--- src/hw/shiftPkg.sv ---
// Shifter mode definitions
package shiftPkg;

  // Shift amount taken from operand B
  parameter int ShiftAmtWidth = 5;

  // Shift modes
  // Right shift is logical with zero fill
  typedef enum logic [1:0] {
    RotL  = 2'b00,
    ShftL = 2'b01,
    RotR  = 2'b10,
    ShftR = 2'b11
  } ShiftOp;

endpackage

--- src/hw/aluPkg.sv ---
// ALU operation definitions
package aluPkg;

  // Operand and result width
  parameter int DataWidth = 32;

  // Configuration register address width
  parameter int CfgAddrWidth = 1;

  // Operation codes
  typedef enum logic [2:0] {
    OpAdd   = 3'd0,
    OpSub   = 3'd1,
    OpAnd   = 3'd2,
    OpOr    = 3'd3,
    OpXor   = 3'd4,
    OpShift = 3'd5
  } AluOp;

endpackage
--- src/hw/aluTop.sv ---
// ALU execution unit top level
`timescale 1ns/10ps

module aluTop #(
  parameter int Width = aluPkg::DataWidth
) (
  input  logic                              clk,
  input  logic                              rst,
  // Operation path
  input  logic                              inValid,
  input  aluPkg::AluOp                      inOp,
  input  logic [Width-1:0]                  inA,
  input  logic [Width-1:0]                  inB,
  output logic                              outValid,
  output logic [Width-1:0]                  outResult,
  output logic                              outCarry,
  output logic                              outZero,
  // Configuration path
  input  logic                              cfgWe,
  input  logic [aluPkg::CfgAddrWidth-1:0]   cfgAddr,
  input  logic [aluPkg::DataWidth-1:0]      cfgWdata,
  output logic [aluPkg::DataWidth-1:0]      cfgRdata
);
  import shiftPkg::*;

  // Mode from the register block into the shifter
  ShiftOp shiftMode;

  aluCore #(.Width(Width)) core (
    .clk(clk),
    .rst(rst),
    .inValid(inValid),
    .inOp(inOp),
    .inA(inA),
    .inB(inB),
    .shiftMode(shiftMode),
    .outValid(outValid),
    .outResult(outResult),
    .outCarry(outCarry),
    .outZero(outZero)
  );

  // Each valid result bumps the counter
  ctrlRegs regs (
    .clk(clk),
    .rst(rst),
    .cfgWe(cfgWe),
    .cfgAddr(cfgAddr),
    .cfgWdata(cfgWdata),
    .cfgRdata(cfgRdata),
    .resultStrobe(outValid),
    .shiftMode(shiftMode)
  );

endmodule

--- src/hw/ctrlRegs.sv ---
// Configuration and status registers
`timescale 1ns/10ps

module ctrlRegs (
  input  logic                              clk,
  input  logic                              rst,
  input  logic                              cfgWe,
  input  logic [aluPkg::CfgAddrWidth-1:0]   cfgAddr,
  input  logic [aluPkg::DataWidth-1:0]      cfgWdata,
  output logic [aluPkg::DataWidth-1:0]      cfgRdata,
  input  logic                              resultStrobe,
  output shiftPkg::ShiftOp                  shiftMode
);
  import aluPkg::*;
  import shiftPkg::*;

  // Register map
  localparam logic [CfgAddrWidth-1:0] AddrMode  = 0;
  localparam logic [CfgAddrWidth-1:0] AddrCount = 1;

  // Completed results, wraps at 2^32
  logic [DataWidth-1:0] opCount;

  always_ff @(posedge clk) begin
    if (rst) begin
      shiftMode <= RotL;
    end else if (cfgWe && cfgAddr == AddrMode) begin
      shiftMode <= ShiftOp'(cfgWdata[1:0]);
    end
  end

  // Clear takes priority over a result on the same edge
  always_ff @(posedge clk) begin
    if (rst) begin
      opCount <= '0;
    end else if (cfgWe && cfgAddr == AddrCount) begin
      opCount <= '0;
    end else if (resultStrobe) begin
      opCount <= opCount + 1'b1;
    end
  end

  // Readback of the addressed register
  always_comb begin
    case (cfgAddr)
      AddrMode:  cfgRdata = {{(DataWidth-2){1'b0}}, shiftMode};
      AddrCount: cfgRdata = opCount;
      default:   cfgRdata = '0;
    endcase
  end

  cfgAddrKnown: assert property (@(posedge clk) disable iff (rst)
    cfgWe |-> !$isunknown(cfgAddr));

endmodule

--- src/hw/aluCore.sv ---
// Pipelined ALU core
`timescale 1ns/10ps

module aluCore #(
  parameter int Width = aluPkg::DataWidth
) (
  input  logic                         clk,
  input  logic                         rst,
  input  logic                         inValid,
  input  aluPkg::AluOp                 inOp,
  input  logic             [Width-1:0] inA,
  input  logic             [Width-1:0] inB,
  input  shiftPkg::ShiftOp             shiftMode,
  output logic                         outValid,
  output logic             [Width-1:0] outResult,
  output logic                         outCarry,
  output logic                         outZero
);
  import aluPkg::*;
  import shiftPkg::*;

  // Shared adder, B inverted with carry in for subtract
  logic [Width-1:0] addB;
  logic [Width:0]   sum;

  // Stage one result before registering
  logic [Width-1:0] aluResult;
  logic             aluCarry;

  // Pipeline stage one
  logic [Width-1:0] s1Result;
  logic             s1Carry;
  AluOp             s1Op;
  logic             s1Valid;

  // Pipeline stage two, lines up with the shifter output
  logic [Width-1:0] s2Result;
  logic             s2Carry;
  AluOp             s2Op;

  // Shifter return path
  logic [Width-1:0] shResult;
  logic             shValid;

  assign addB = (inOp == OpSub) ? ~inB : inB;
  assign sum  = {1'b0, inA} + {1'b0, addB} + {{Width{1'b0}}, inOp == OpSub};

  always_comb begin
    aluCarry = 1'b0;
    case (inOp)
      OpAdd, OpSub: begin
        aluResult = sum[Width-1:0];
        aluCarry  = sum[Width];
      end
      OpAnd:   aluResult = inA & inB;
      OpOr:    aluResult = inA | inB;
      OpXor:   aluResult = inA ^ inB;
      // Shift result comes from the barrel shifter
      default: aluResult = '0;
    endcase
  end

  barrelShifter #(.Width(Width)) shifter (
    .clk(clk),
    .rst(rst),
    .in(inA),
    .amt(inB[ShiftAmtWidth-1:0]),
    .op(shiftMode),
    .inValid(inValid),
    .out(shResult),
    .outValid(shValid)
  );

  // Two register delay to match the shifter
  always_ff @(posedge clk) begin
    if (rst) begin
      s1Result <= '0;
      s1Carry  <= 1'b0;
      s1Op     <= OpAdd;
      s1Valid  <= 1'b0;
      s2Result <= '0;
      s2Carry  <= 1'b0;
      s2Op     <= OpAdd;
      outValid <= 1'b0;
    end else begin
      s1Result <= aluResult;
      s1Carry  <= aluCarry;
      s1Op     <= inOp;
      s1Valid  <= inValid;
      s2Result <= s1Result;
      s2Carry  <= s1Carry;
      s2Op     <= s1Op;
      outValid <= s1Valid;
    end
  end

  // Final select after the output registers
  assign outResult = (s2Op == OpShift) ? shResult : s2Result;
  assign outCarry  = s2Carry;
  assign outZero   = (outResult == '0);

  outValidKnown: assert property (@(posedge clk) disable iff (rst)
    !$isunknown(outValid));

  // Shifter and core pipelines stay in lockstep
  shifterAligned: assert property (@(posedge clk) disable iff (rst)
    shValid == outValid);

endmodule

--- src/hw/barrelShifter.sv ---
// Two cycle barrel shifter
`timescale 1ns/10ps

module barrelShifter #(
  parameter int Width = aluPkg::DataWidth
) (
  input  logic                                  clk,
  input  logic                                  rst,
  input  logic             [Width-1:0]          in,
  input  logic [shiftPkg::ShiftAmtWidth-1:0]    amt,
  input  shiftPkg::ShiftOp                      op,
  input  logic                                  inValid,
  output logic             [Width-1:0]          out,
  output logic                                  outValid
);
  import shiftPkg::*;

  // First half, distances 1, 2 and 4
  logic [Width-1:0] dist1Out;
  logic [Width-1:0] dist2Out;
  logic [Width-1:0] dist4Out;

  // Middle pipeline register
  logic [Width-1:0]           midData;
  logic [ShiftAmtWidth-1:3]   midAmt;
  ShiftOp                     midOp;
  logic                       midValid;

  // Second half, distances 8 and 16
  logic [Width-1:0] dist8Out;
  logic [Width-1:0] dist16Out;

  shiftStage #(.Width(Width), .Distance(1)) stage1 (
    .in(in), .op(op), .sel(amt[0]), .out(dist1Out)
  );
  shiftStage #(.Width(Width), .Distance(2)) stage2 (
    .in(dist1Out), .op(op), .sel(amt[1]), .out(dist2Out)
  );
  shiftStage #(.Width(Width), .Distance(4)) stage4 (
    .in(dist2Out), .op(op), .sel(amt[2]), .out(dist4Out)
  );

  // Partial result plus what the later stages still need
  always_ff @(posedge clk) begin
    if (rst) begin
      midData  <= '0;
      midAmt   <= '0;
      midOp    <= RotL;
      midValid <= 1'b0;
    end else begin
      midData  <= dist4Out;
      midAmt   <= amt[ShiftAmtWidth-1:3];
      midOp    <= op;
      midValid <= inValid;
    end
  end

  shiftStage #(.Width(Width), .Distance(8)) stage8 (
    .in(midData), .op(midOp), .sel(midAmt[3]), .out(dist8Out)
  );
  shiftStage #(.Width(Width), .Distance(16)) stage16 (
    .in(dist8Out), .op(midOp), .sel(midAmt[4]), .out(dist16Out)
  );

  // Output register
  always_ff @(posedge clk) begin
    if (rst) begin
      out      <= '0;
      outValid <= 1'b0;
    end else begin
      out      <= dist16Out;
      outValid <= midValid;
    end
  end

  // Mode and amount must be driven for every valid request
  validCtrlKnown: assert property (@(posedge clk) disable iff (rst)
    inValid |-> !$isunknown({op, amt}));

endmodule

--- src/hw/shiftStage.sv ---
// Fixed distance shift stage
`timescale 1ns/10ps

module shiftStage #(
  parameter int Width    = aluPkg::DataWidth,
  parameter int Distance = 1
) (
  input  logic             [Width-1:0] in,
  input  shiftPkg::ShiftOp             op,
  input  logic                         sel,
  output logic             [Width-1:0] out
);
  import shiftPkg::*;

  // Word moved by Distance in the requested mode
  logic [Width-1:0] moved;

  always_comb begin
    case (op)
      // Upper bits wrap into the bottom
      RotL:    moved = {in[Width-Distance-1:0], in[Width-1:Width-Distance]};
      ShftL:   moved = {in[Width-Distance-1:0], {Distance{1'b0}}};
      // Lower bits wrap into the top
      RotR:    moved = {in[Distance-1:0], in[Width-1:Distance]};
      ShftR:   moved = {{Distance{1'b0}}, in[Width-1:Distance]};
      default: moved = in;
    endcase
  end

  // Pass through unless this stage is selected
  assign out = sel ? moved : in;

endmodule

--- config.mk ---
export PLATFORM = sky130hd
export DESIGN_NAME = aluTop
export DESIGN_NICKNAME = d
export VERILOG_FILES = /design/src/hw/shiftPkg.sv /design/src/hw/aluPkg.sv /design/src/hw/aluTop.sv /design/src/hw/ctrlRegs.sv /design/src/hw/aluCore.sv /design/src/hw/barrelShifter.sv /design/src/hw/shiftStage.sv
export SDC_FILE = /design/constraint.sdc
export NUM_CORES = 1
export LEC_CHECK = 0
export BUFFER_PORTS_ARGS = -buffer_cell sky130_fd_sc_hd__buf_4
export CORE_MARGIN = 2
export CORE_UTILIZATION = 35
export CTS_CLUSTER_SIZE = 25
export DETAILED_ROUTE_END_ITERATION = 16
export HOLD_SLACK_MARGIN = 0.12
export PLACE_DENSITY = 0.53
export SETUP_SLACK_MARGIN = 0.05
export SLEW_MARGIN = 25
export SYNTH_ARGS = -nofsm -noshare
export SYNTH_HDL_FRONTEND = slang
export SYNTH_SLANG_ARGS = --single-unit
--- constraint.sdc ---
create_clock -name clk -period 3.95 [get_ports clk]
set_clock_uncertainty 0.1 [all_clocks]
set_input_delay 0.395 -clock clk [delete_from_list [all_inputs] [get_ports clk]]
set_output_delay 0.395 -clock clk [all_outputs]
set_load 0.02 [all_outputs]
==> impl_metrics.xml, run 1 <==
<?xml version="1.0" encoding="UTF-8"?>
<metrics>
  <group name="outcome">
    <metric name="run_status" unit="">complete, no violations</metric>
  </group>
  <group name="final_layout">
    <metric name="fillers" unit="">3687</metric>
    <metric name="multi_input_comb_area" unit="um2">8620</metric>
    <metric name="drive_gt1_frac" unit="">0.162</metric>
    <metric name="areaGrowthSynthToFinish" unit="%">17.0</metric>
    <metric name="combined_flip_flop_and_latch_cell_area" unit="um2">3520</metric>
    <metric name="final_util" unit="">0.415</metric>
    <metric name="finalNetCount" unit="">1934</metric>
  </group>
  <group name="clock_network">
    <metric name="clock_latency" unit="ns">0.43</metric>
    <metric name="bufs_on_longest_clock_path" unit="">2</metric>
    <metric name="number_of_sinks_on_the_clock_net" unit="">176</metric>
    <metric name="htree_num_levels" unit="">4</metric>
    <metric name="cts.root.buffer_cell" unit="">sky130_fd_sc_hd__clkbuf_16</metric>
    <metric name="tritoncts" unit="">yes</metric>
    <metric name="postCtsSetupRepairBufs" unit="">0</metric>
    <metric name="cts.clk_slew.worst_paths" unit="ns">0.07</metric>
    <metric name="cts-buffers-inserted" unit="">17</metric>
  </group>
  <group name="min_path">
    <metric name="whs_path_depth" unit="">3</metric>
    <metric name="timing.hold.worst.start" unit="">cfgWdata[1]</metric>
    <metric name="hold_class" unit="">input pin to flip-flop</metric>
    <metric name="hold_end" unit="">regs.shiftMode[1]</metric>
  </group>
  <group name="logic_synthesis">
    <metric name="syn_inst" unit="">1629</metric>
    <metric name="syn-mean-instance-area" unit="um2">7.93</metric>
    <metric name="yosys_most_used_dff" unit="">sky130_fd_sc_hd__dfxtp_1</metric>
    <metric name="yosysWarnings" unit="">0</metric>
    <metric name="post_synth_main_area_contributors" unit="">sky130_fd_sc_hd__dfxtp_1, sky130_fd_sc_hd__ha_1, sky130_fd_sc_hd__mux2i_1, sky130_fd_sc_hd__nor2_1, sky130_fd_sc_hd__a21oi_1</metric>
    <metric name="seq_area_frac_synth" unit="">0.273</metric>
    <metric name="synthesis.nets" unit="">1836</metric>
    <metric name="synth_cell_type_count" unit="">64</metric>
    <metric name="synth-async-reset-ratio" unit="">0</metric>
    <metric name="synth.cell_area" unit="um2">12900</metric>
    <metric name="netlist.top_cell.by_area" unit="">sky130_fd_sc_hd__dfxtp_1</metric>
    <metric name="yosys_register_bits" unit="">176</metric>
    <metric name="yosys.area.top_type_share" unit="">0.273</metric>
    <metric name="synth-edff-count" unit="">0</metric>
  </group>
  <group name="floorplanning">
    <metric name="boundaryPins" unit="">171</metric>
    <metric name="chipWidth" unit="um">196</metric>
    <metric name="die-area" unit="um2">38500</metric>
    <metric name="dieHeight" unit="um">196</metric>
    <metric name="core-area" unit="um2">36400</metric>
    <metric name="fp-row-count" unit="">70</metric>
    <metric name="initial_core_util" unit="">0.354</metric>
  </group>
  <group name="place">
    <metric name="gp_congestion" unit="">0.932</metric>
    <metric name="place_worst_setup_slack" unit="ns">0.123</metric>
    <metric name="hpwlAfterDp" unit="um">33500</metric>
    <metric name="numPortBuffers" unit="">140</metric>
  </group>
  <group name="flow_run">
    <metric name="max_cap_viol_count" unit="">0</metric>
  </group>
  <group name="route">
    <metric name="dr.pass1.iters" unit="">6</metric>
    <metric name="detail-route-antenna-nets" unit="">0</metric>
    <metric name="vias_per_cell" unit="">5.41</metric>
    <metric name="drcViolationCount" unit="">0</metric>
    <metric name="drt_first_iter_violations" unit="">819</metric>
    <metric name="wire_per_inst" unit="um">19.4</metric>
    <metric name="drt_wirelength" unit="um">42900</metric>
    <metric name="detailroute.via_count" unit="">11900</metric>
  </group>
  <group name="sta">
    <metric name="post-route-period-util" unit="">0.874</metric>
    <metric name="setup_viol_count_final" unit="">0</metric>
    <metric name="timing.max_slew.rel_slack" unit="">0.323</metric>
    <metric name="rsz0062_at_grt" unit="">false</metric>
    <metric name="timing.hold.ws" unit="ns">0.160</metric>
    <metric name="slew_violations" unit="">0</metric>
    <metric name="fmax" unit="MHz">290</metric>
    <metric name="fin_setup_tns" unit="ns">0</metric>
    <metric name="worst_pin_slew" unit="ns">1.02</metric>
    <metric name="finalHoldViolations" unit="">0</metric>
    <metric name="final_period_minus_worst_setup_slack" unit="ns">3.45</metric>
    <metric name="timing.final.ws_setup" unit="ns">0.499</metric>
  </group>
  <group name="global_route">
    <metric name="pin_count_of_the_biggest_net_entering_global_routing" unit="">100</metric>
    <metric name="global_route.usage.total" unit="">0.220</metric>
    <metric name="grt_antenna_before_repair" unit="">1</metric>
    <metric name="first_global_vias" unit="">11100</metric>
    <metric name="gr-total-overflow" unit="">0</metric>
    <metric name="global_route_wire_length_before_repair" unit="um">65300</metric>
  </group>
  <group name="power_and_ir_drop">
    <metric name="power.leakage" unit="nW">6.54</metric>
    <metric name="powerDensity" unit="nW/um2">332</metric>
    <metric name="ir_drop" unit="mV">0.228</metric>
    <metric name="total_power" unit="W">0.00502</metric>
  </group>
  <group name="critical_path">
    <metric name="critical_path_required" unit="ns">4.22</metric>
    <metric name="timing.reg2reg.worst_path_depth" unit="">8</metric>
    <metric name="worstSetupStartpointType" unit="">input pin</metric>
    <metric name="regToRegEndpoint" unit="">core.shifter.midData[17]</metric>
    <metric name="worst-setup-path-type" unit="">input pin to flip-flop</metric>
    <metric name="worstSetupEndpointType" unit="">flip-flop</metric>
    <metric name="setup.reg_to_reg.worst_slack" unit="ns">0.90</metric>
    <metric name="r2r-start" unit="">regs.shiftMode[1]</metric>
    <metric name="crit_fanout" unit="">16</metric>
    <metric name="crit_arrival" unit="ns">3.72</metric>
  </group>
</metrics>
-- Yosys cell counts, drive strengths merged (3+ instances only) --
master,instances
a211o,4
a211oi,70
a21o,31
a21oi,127
a221oi,5
a222oi,8
a22oi,25
a2bb2oi,3
a31oi,8
and2,36
and4,9
buf,19
clkbuf,94
dfxtp,176
ha,102
inv,92
mux2,41
mux2i,80
nand2,89
nand2b,5
nand3,21
nand3b,3
nand4,20
nor2,191
nor2b,59
nor3,15
nor4,11
o211ai,6
o21a,12
o21ai,76
o21bai,4
o221ai,3
o22a,31
o22ai,17
o311ai,3
o31a,3
o31ai,4
or2,9
or3,11
or4,8
xnor2,46
xor2,28
-- kinds of logic after synthesis --
kind of cell             Yosys count  synth area share
AO/OA/AOI/OAI                    454             0.231
multiplexers                     122            0.0995
buffers and inverters            207            0.0606
adder cells (fa/ha/maj)          103             0.100
XOR/XNOR                          74            0.0502
AND/OR/NAND/NOR                  493             0.185
flip-flops                       176             0.273
-- critical path: stages --
cell and delay [ns]:
sky130_fd_sc_hd__buf_4 0.11, sky130_fd_sc_hd__or3b_2 0.56, sky130_fd_sc_hd__buf_4 0.27, sky130_fd_sc_hd__xnor2_1 0.17
sky130_fd_sc_hd__ha_1 0.34, sky130_fd_sc_hd__a211oi_1 0.28, sky130_fd_sc_hd__o21ai_0 0.20, sky130_fd_sc_hd__a21boi_1 0.36
sky130_fd_sc_hd__nor2_1 0.12, sky130_fd_sc_hd__o32ai_1 0.33, sky130_fd_sc_hd__or4b_1 0.46, sky130_fd_sc_hd__nand3_1 0.10
-- where the power goes --
| part | leakage, nW | switching [W] | internal (W) |
|---|---|---|---|
| combinational | 4.82 | 0.000870 | 0.000589 |
| clock | 0.276 | 0.000774 | 0.000837 |
| sequential | 1.44 | 0.0000682 | 0.00188 |
-- timing repair --
item / 4_1_cts / 5_1_grt
endpoints found under the hold margin: 2 / 0
hold buffers: 2 / 0
gates resized for setup: 0 / 0
-- cell usage in the layout (no fill, tap or decap), drive strengths merged, types with 5 or more instances in the layout --
cell type,netlist,layout
inv,92,99
ha,102,102
a222oi,8,8
o21a,12,12
and2,36,36
mux2i,80,80
a21oi,127,127
buf,19,190
nor3,15,15
nand4,20,20
a221oi,5,5
and4,9,9
o22a,31,31
nor2b,59,59
xor2,28,28
a21o,31,31
nand2b,5,5
nand3,21,21
mux2,41,41
or2,9,9
nor2,191,191
dfxtp,176,176
o21ai,76,76
o211ai,6,6
or3,11,11
nor4,11,11
nand2,89,89
clkbuf,94,17
a22oi,25,25
a31oi,8,8
o22ai,17,17
a211oi,70,70
xnor2,46,46
or4,8,8
clkinv,2,8
-- how the worst max path moves through the flow --
stage	start	endpoint	slack, ns	cells after the start
finish	inOp[2]	core.s1Result[30]	0.50	12
CTS	inOp[2]	core.s1Result[30]	0.55	12
floorplan	inOp[2]	core.s1Result[26]	0.35	13
global placement	inOp[2]	core.s1Result[7]	0.11	13
global route	inOp[2]	core.s1Result[7]	0.37	13
detailed placement	inOp[2]	core.s1Result[30]	0.12	12
-- final cells by class --
cell class / instances / area share
inverter: 94 / 0.0234
clock inverter: 15 / 0.00977
multi-input combinational: 1246 / 0.571
clock buffer: 17 / 0.0282
timing repair buffer: 192 / 0.0957
tap: 468 / 0.0388
sequential: 176 / 0.233
antenna: 2 / 0.000331
-- routing by layer --
metal  vias to the layer above  part of all wire  track usage  wire [um]
met2                       308              0.44        0.346      18800
met1                      5611              0.50        0.319      21300
li1                       5991                 -            -          -
met4                         0             0.021       0.0643        918
met3                        36             0.043       0.0191       1840
met5                         -                 0            0          0
-- flip-flops by register name, summed over array words and instances (netlist names) --
| register | count |
|---|---|
| core.outValid | 1 |
| core.s2Result | 32 |
| regs.opCount | 32 |
| core.s2Op | 3 |
| core.shifter.midData | 32 |
| regs.shiftMode | 2 |
| core.shifter.midAmt | 2 |
| core.shifter.midOp | 2 |
| core.s1Valid | 1 |
| core.shifter.out | 32 |
| core.s1Carry | 1 |
| core.s1Result | 32 |
| core.s1Op | 3 |
| core.outCarry | 1 |
-- stage by stage --
step,instances,instance area (um2)
2_1_floorplan,1629,12900
3_3_place_gp,2174,14500
3_5_place_dp,2174,14500
4_1_cts,2208,15100
5_1_grt,2208,15100
6_report,2210,15100
No activity file was read; power rests on OpenSTA's default activity.
==> inputs of run 2 (changes only) <==
- CORE_ASPECT_RATIO: unset -> 1.25
==> impl_metrics.xml, run 2 (synthesis gave the netlist of run 1 again) <==
<?xml version="1.0" encoding="UTF-8"?>
<metrics>
  <group name="power_and_ir_drop">
    <metric name="ir_drop" unit="mV">0.224</metric>
    <metric name="power.leakage" unit="nW">6.63</metric>
    <metric name="powerDensity" unit="nW/um2">337</metric>
  </group>
  <group name="sta">
    <metric name="fmax" unit="MHz">296</metric>
    <metric name="post-route-period-util" unit="">0.855</metric>
    <metric name="timing.hold.ws" unit="ns">0.180</metric>
    <metric name="rsz0062_at_grt" unit="">false</metric>
    <metric name="finalHoldViolations" unit="">0</metric>
    <metric name="final_period_minus_worst_setup_slack" unit="ns">3.38</metric>
    <metric name="slew_violations" unit="">0</metric>
    <metric name="setup_viol_count_final" unit="">0</metric>
    <metric name="timing.final.ws_setup" unit="ns">0.574</metric>
    <metric name="fin_setup_tns" unit="ns">0</metric>
    <metric name="timing.max_slew.rel_slack" unit="">0.370</metric>
    <metric name="worst_pin_slew" unit="ns">0.944</metric>
  </group>
  <group name="global_route">
    <metric name="grt_antenna_before_repair" unit="">2</metric>
    <metric name="globalRouteMet1Util" unit="">0.278</metric>
    <metric name="gr-max-usage-layer" unit="">met2</metric>
    <metric name="global_route_wire_length_before_repair" unit="um">65800</metric>
    <metric name="pin_count_of_the_biggest_net_entering_global_routing" unit="">101</metric>
    <metric name="grt_use_met2" unit="">0.385</metric>
    <metric name="global_route.usage.total" unit="">0.219</metric>
    <metric name="first_global_vias" unit="">11700</metric>
    <metric name="global_route.usage.met3" unit="">0.0246</metric>
    <metric name="gr-total-overflow" unit="">0</metric>
  </group>
  <group name="min_path">
    <metric name="hold_class" unit="">input pin to flip-flop</metric>
  </group>
  <group name="critical_path">
    <metric name="critical_path.n_buffers_inverters" unit="">3</metric>
    <metric name="crit_arrival" unit="ns">3.65</metric>
    <metric name="critical-path-slowest-cell" unit="">sky130_fd_sc_hd__or3b_2</metric>
    <metric name="crit_path_max_incr_delay" unit="ns">0.59</metric>
    <metric name="crit_fanout" unit="">26</metric>
    <metric name="worstSetupEndpointType" unit="">flip-flop</metric>
    <metric name="worst-setup-path-type" unit="">input pin to flip-flop</metric>
    <metric name="worstSetupStartpointType" unit="">input pin</metric>
    <metric name="crit_family" unit="">simple AND/OR/NAND/NOR gates</metric>
    <metric name="path_cells" unit="">buf_4 &gt; or3b_2 &gt; buf_12 &gt; xnor2_1 &gt; ha_1 &gt; buf_4 &gt; o21ai_0 &gt; o21ai_0 &gt; a21boi_1 &gt; nor2_1 &gt; o32ai_1 &gt; or4b_1 &gt; nand3_1</metric>
    <metric name="critical_path_required" unit="ns">4.23</metric>
  </group>
  <group name="route">
    <metric name="drt_first_iter_violations" unit="">863</metric>
    <metric name="detailroute.via_count" unit="">12100</metric>
    <metric name="wire_per_inst" unit="um">19.0</metric>
    <metric name="detail-route-antenna-nets" unit="">0</metric>
    <metric name="vias_per_cell" unit="">5.40</metric>
    <metric name="dr.pass1.iters" unit="">8</metric>
    <metric name="drt_wirelength" unit="um">42500</metric>
    <metric name="drcViolationCount" unit="">0</metric>
  </group>
  <group name="final_layout">
    <metric name="drive_gt1_frac" unit="">0.170</metric>
    <metric name="mostFrequentLayoutCells" unit="">sky130_fd_sc_hd__buf_4, sky130_fd_sc_hd__nor2_1, sky130_fd_sc_hd__dfxtp_1</metric>
    <metric name="fillers" unit="">3742</metric>
    <metric name="layout.cells.most_common" unit="">sky130_fd_sc_hd__buf_4</metric>
    <metric name="areaGrowthSynthToFinish" unit="%">18.4</metric>
    <metric name="final_cell_area" unit="um2">15300</metric>
    <metric name="finalNetCount" unit="">1951</metric>
    <metric name="insertedDiodeCount" unit="">0</metric>
  </group>
  <group name="clock_network">
    <metric name="bufs_on_longest_clock_path" unit="">2</metric>
    <metric name="tritoncts" unit="">yes</metric>
    <metric name="postCtsSetupRepairBufs" unit="">0</metric>
    <metric name="number_of_sinks_on_the_clock_net" unit="">176</metric>
    <metric name="clock_latency" unit="ns">0.44</metric>
    <metric name="htree_num_levels" unit="">4</metric>
    <metric name="cts.root.buffer_cell" unit="">sky130_fd_sc_hd__clkbuf_16</metric>
    <metric name="cts.clk_slew.worst_paths" unit="ns">0.07</metric>
    <metric name="cts-buffers-inserted" unit="">17</metric>
  </group>
  <group name="place">
    <metric name="place_area" unit="um2">14700</metric>
    <metric name="place_worst_setup_slack" unit="ns">0.150</metric>
    <metric name="numPortBuffers" unit="">140</metric>
    <metric name="gp_congestion" unit="">0.940</metric>
    <metric name="hpwlAfterDp" unit="um">33300</metric>
  </group>
  <group name="floorplanning">
    <metric name="core-area" unit="um2">36300</metric>
    <metric name="die-area" unit="um2">38500</metric>
    <metric name="boundaryPins" unit="">171</metric>
    <metric name="chipWidth" unit="um">176</metric>
    <metric name="initial_core_util" unit="">0.356</metric>
    <metric name="fp-row-count" unit="">78</metric>
    <metric name="dieHeight" unit="um">219</metric>
  </group>
  <group name="flow_run">
    <metric name="max_cap_viol_count" unit="">0</metric>
  </group>
  <group name="outcome">
    <metric name="run_status" unit="">complete, no violations</metric>
  </group>
</metrics>
==> run 2: layer usage <==
| layer | vias up | share of wire | wire (um) |
|---|---|---|---|
| met2 | 281 | 0.49 | 20900 |
| met1 | 5730 | 0.44 | 18900 |
| met3 | 48 | 0.038 | 1640 |
| met4 | 0 | 0.028 | 1190 |
| met5 | - | 0 | 0 |
| li1 | 6011 | - | - |
==> run 2: worst paths after layout <==
| check | startpoint | endpoint | slack [ns] | cells after the start |
|---|---|---|---|---|
| max | inOp[2] | core.s1Result[30] | 0.57 | 13 |
| min | inB[4] | core.shifter.midAmt[4] | 0.18 | 3 |
| max reg2reg | regs.shiftMode[1] | core.shifter.midData[4] | 0.95 | 7 |
| min reg2reg | core.s1Op[0] | core.s2Op[0] | 0.34 | 1 |
==> run 2: worst reg2reg max path, cell delays in order (launching register included) <==
cell                      delay (ns)
sky130_fd_sc_hd__dfxtp_2        0.86
sky130_fd_sc_hd__inv_2          0.50
sky130_fd_sc_hd__buf_4          0.35
sky130_fd_sc_hd__a21o_1         0.17
sky130_fd_sc_hd__a21oi_1        0.43
sky130_fd_sc_hd__mux2i_1        0.17
sky130_fd_sc_hd__a21oi_1        0.22
sky130_fd_sc_hd__nor2_1         0.06
==> run 2: what timing repair did <==
action,CTS,global route
resized for setup,0,0
endpoints found under the hold margin,3,0
hold buffers,3,0
==> run 2: per-stage QoR <==
| step | cells | total power [W] | utilization |
|---|---|---|---|
| global placement | 2202 | 0.00345 | 0.404 |
| global route | 2237 | 0.00542 | 0.421 |
| CTS | 2237 | 0.00518 | 0.421 |
| floorplan | 1629 | 0.00291 | - |
| detailed placement | 2202 | 0.00346 | 0.404 |
| finish | 2237 | 0.00516 | 0.421 |
==> run 2: where the power goes <==
part / switching, W / internal (W) / leakage, nW
sequential: 0.0000721 / 0.00188 / 1.44
combinational: 0.000872 / 0.000616 / 4.90
clock: 0.000765 / 0.000953 / 0.283
==> run 2: cell type report <==
type | count | area (um2) | area share
Timing Repair Buffer | 209 | 1590 | 0.104
Clock inverter | 15 | 176 | 0.0115
Clock buffer | 17 | 425 | 0.0278
Inverter | 94 | 353 | 0.0231
Tap cell | 480 | 601 | 0.0393
Multi-Input combinational cell | 1246 | 8620 | 0.564
Sequential cell | 176 | 3520 | 0.231
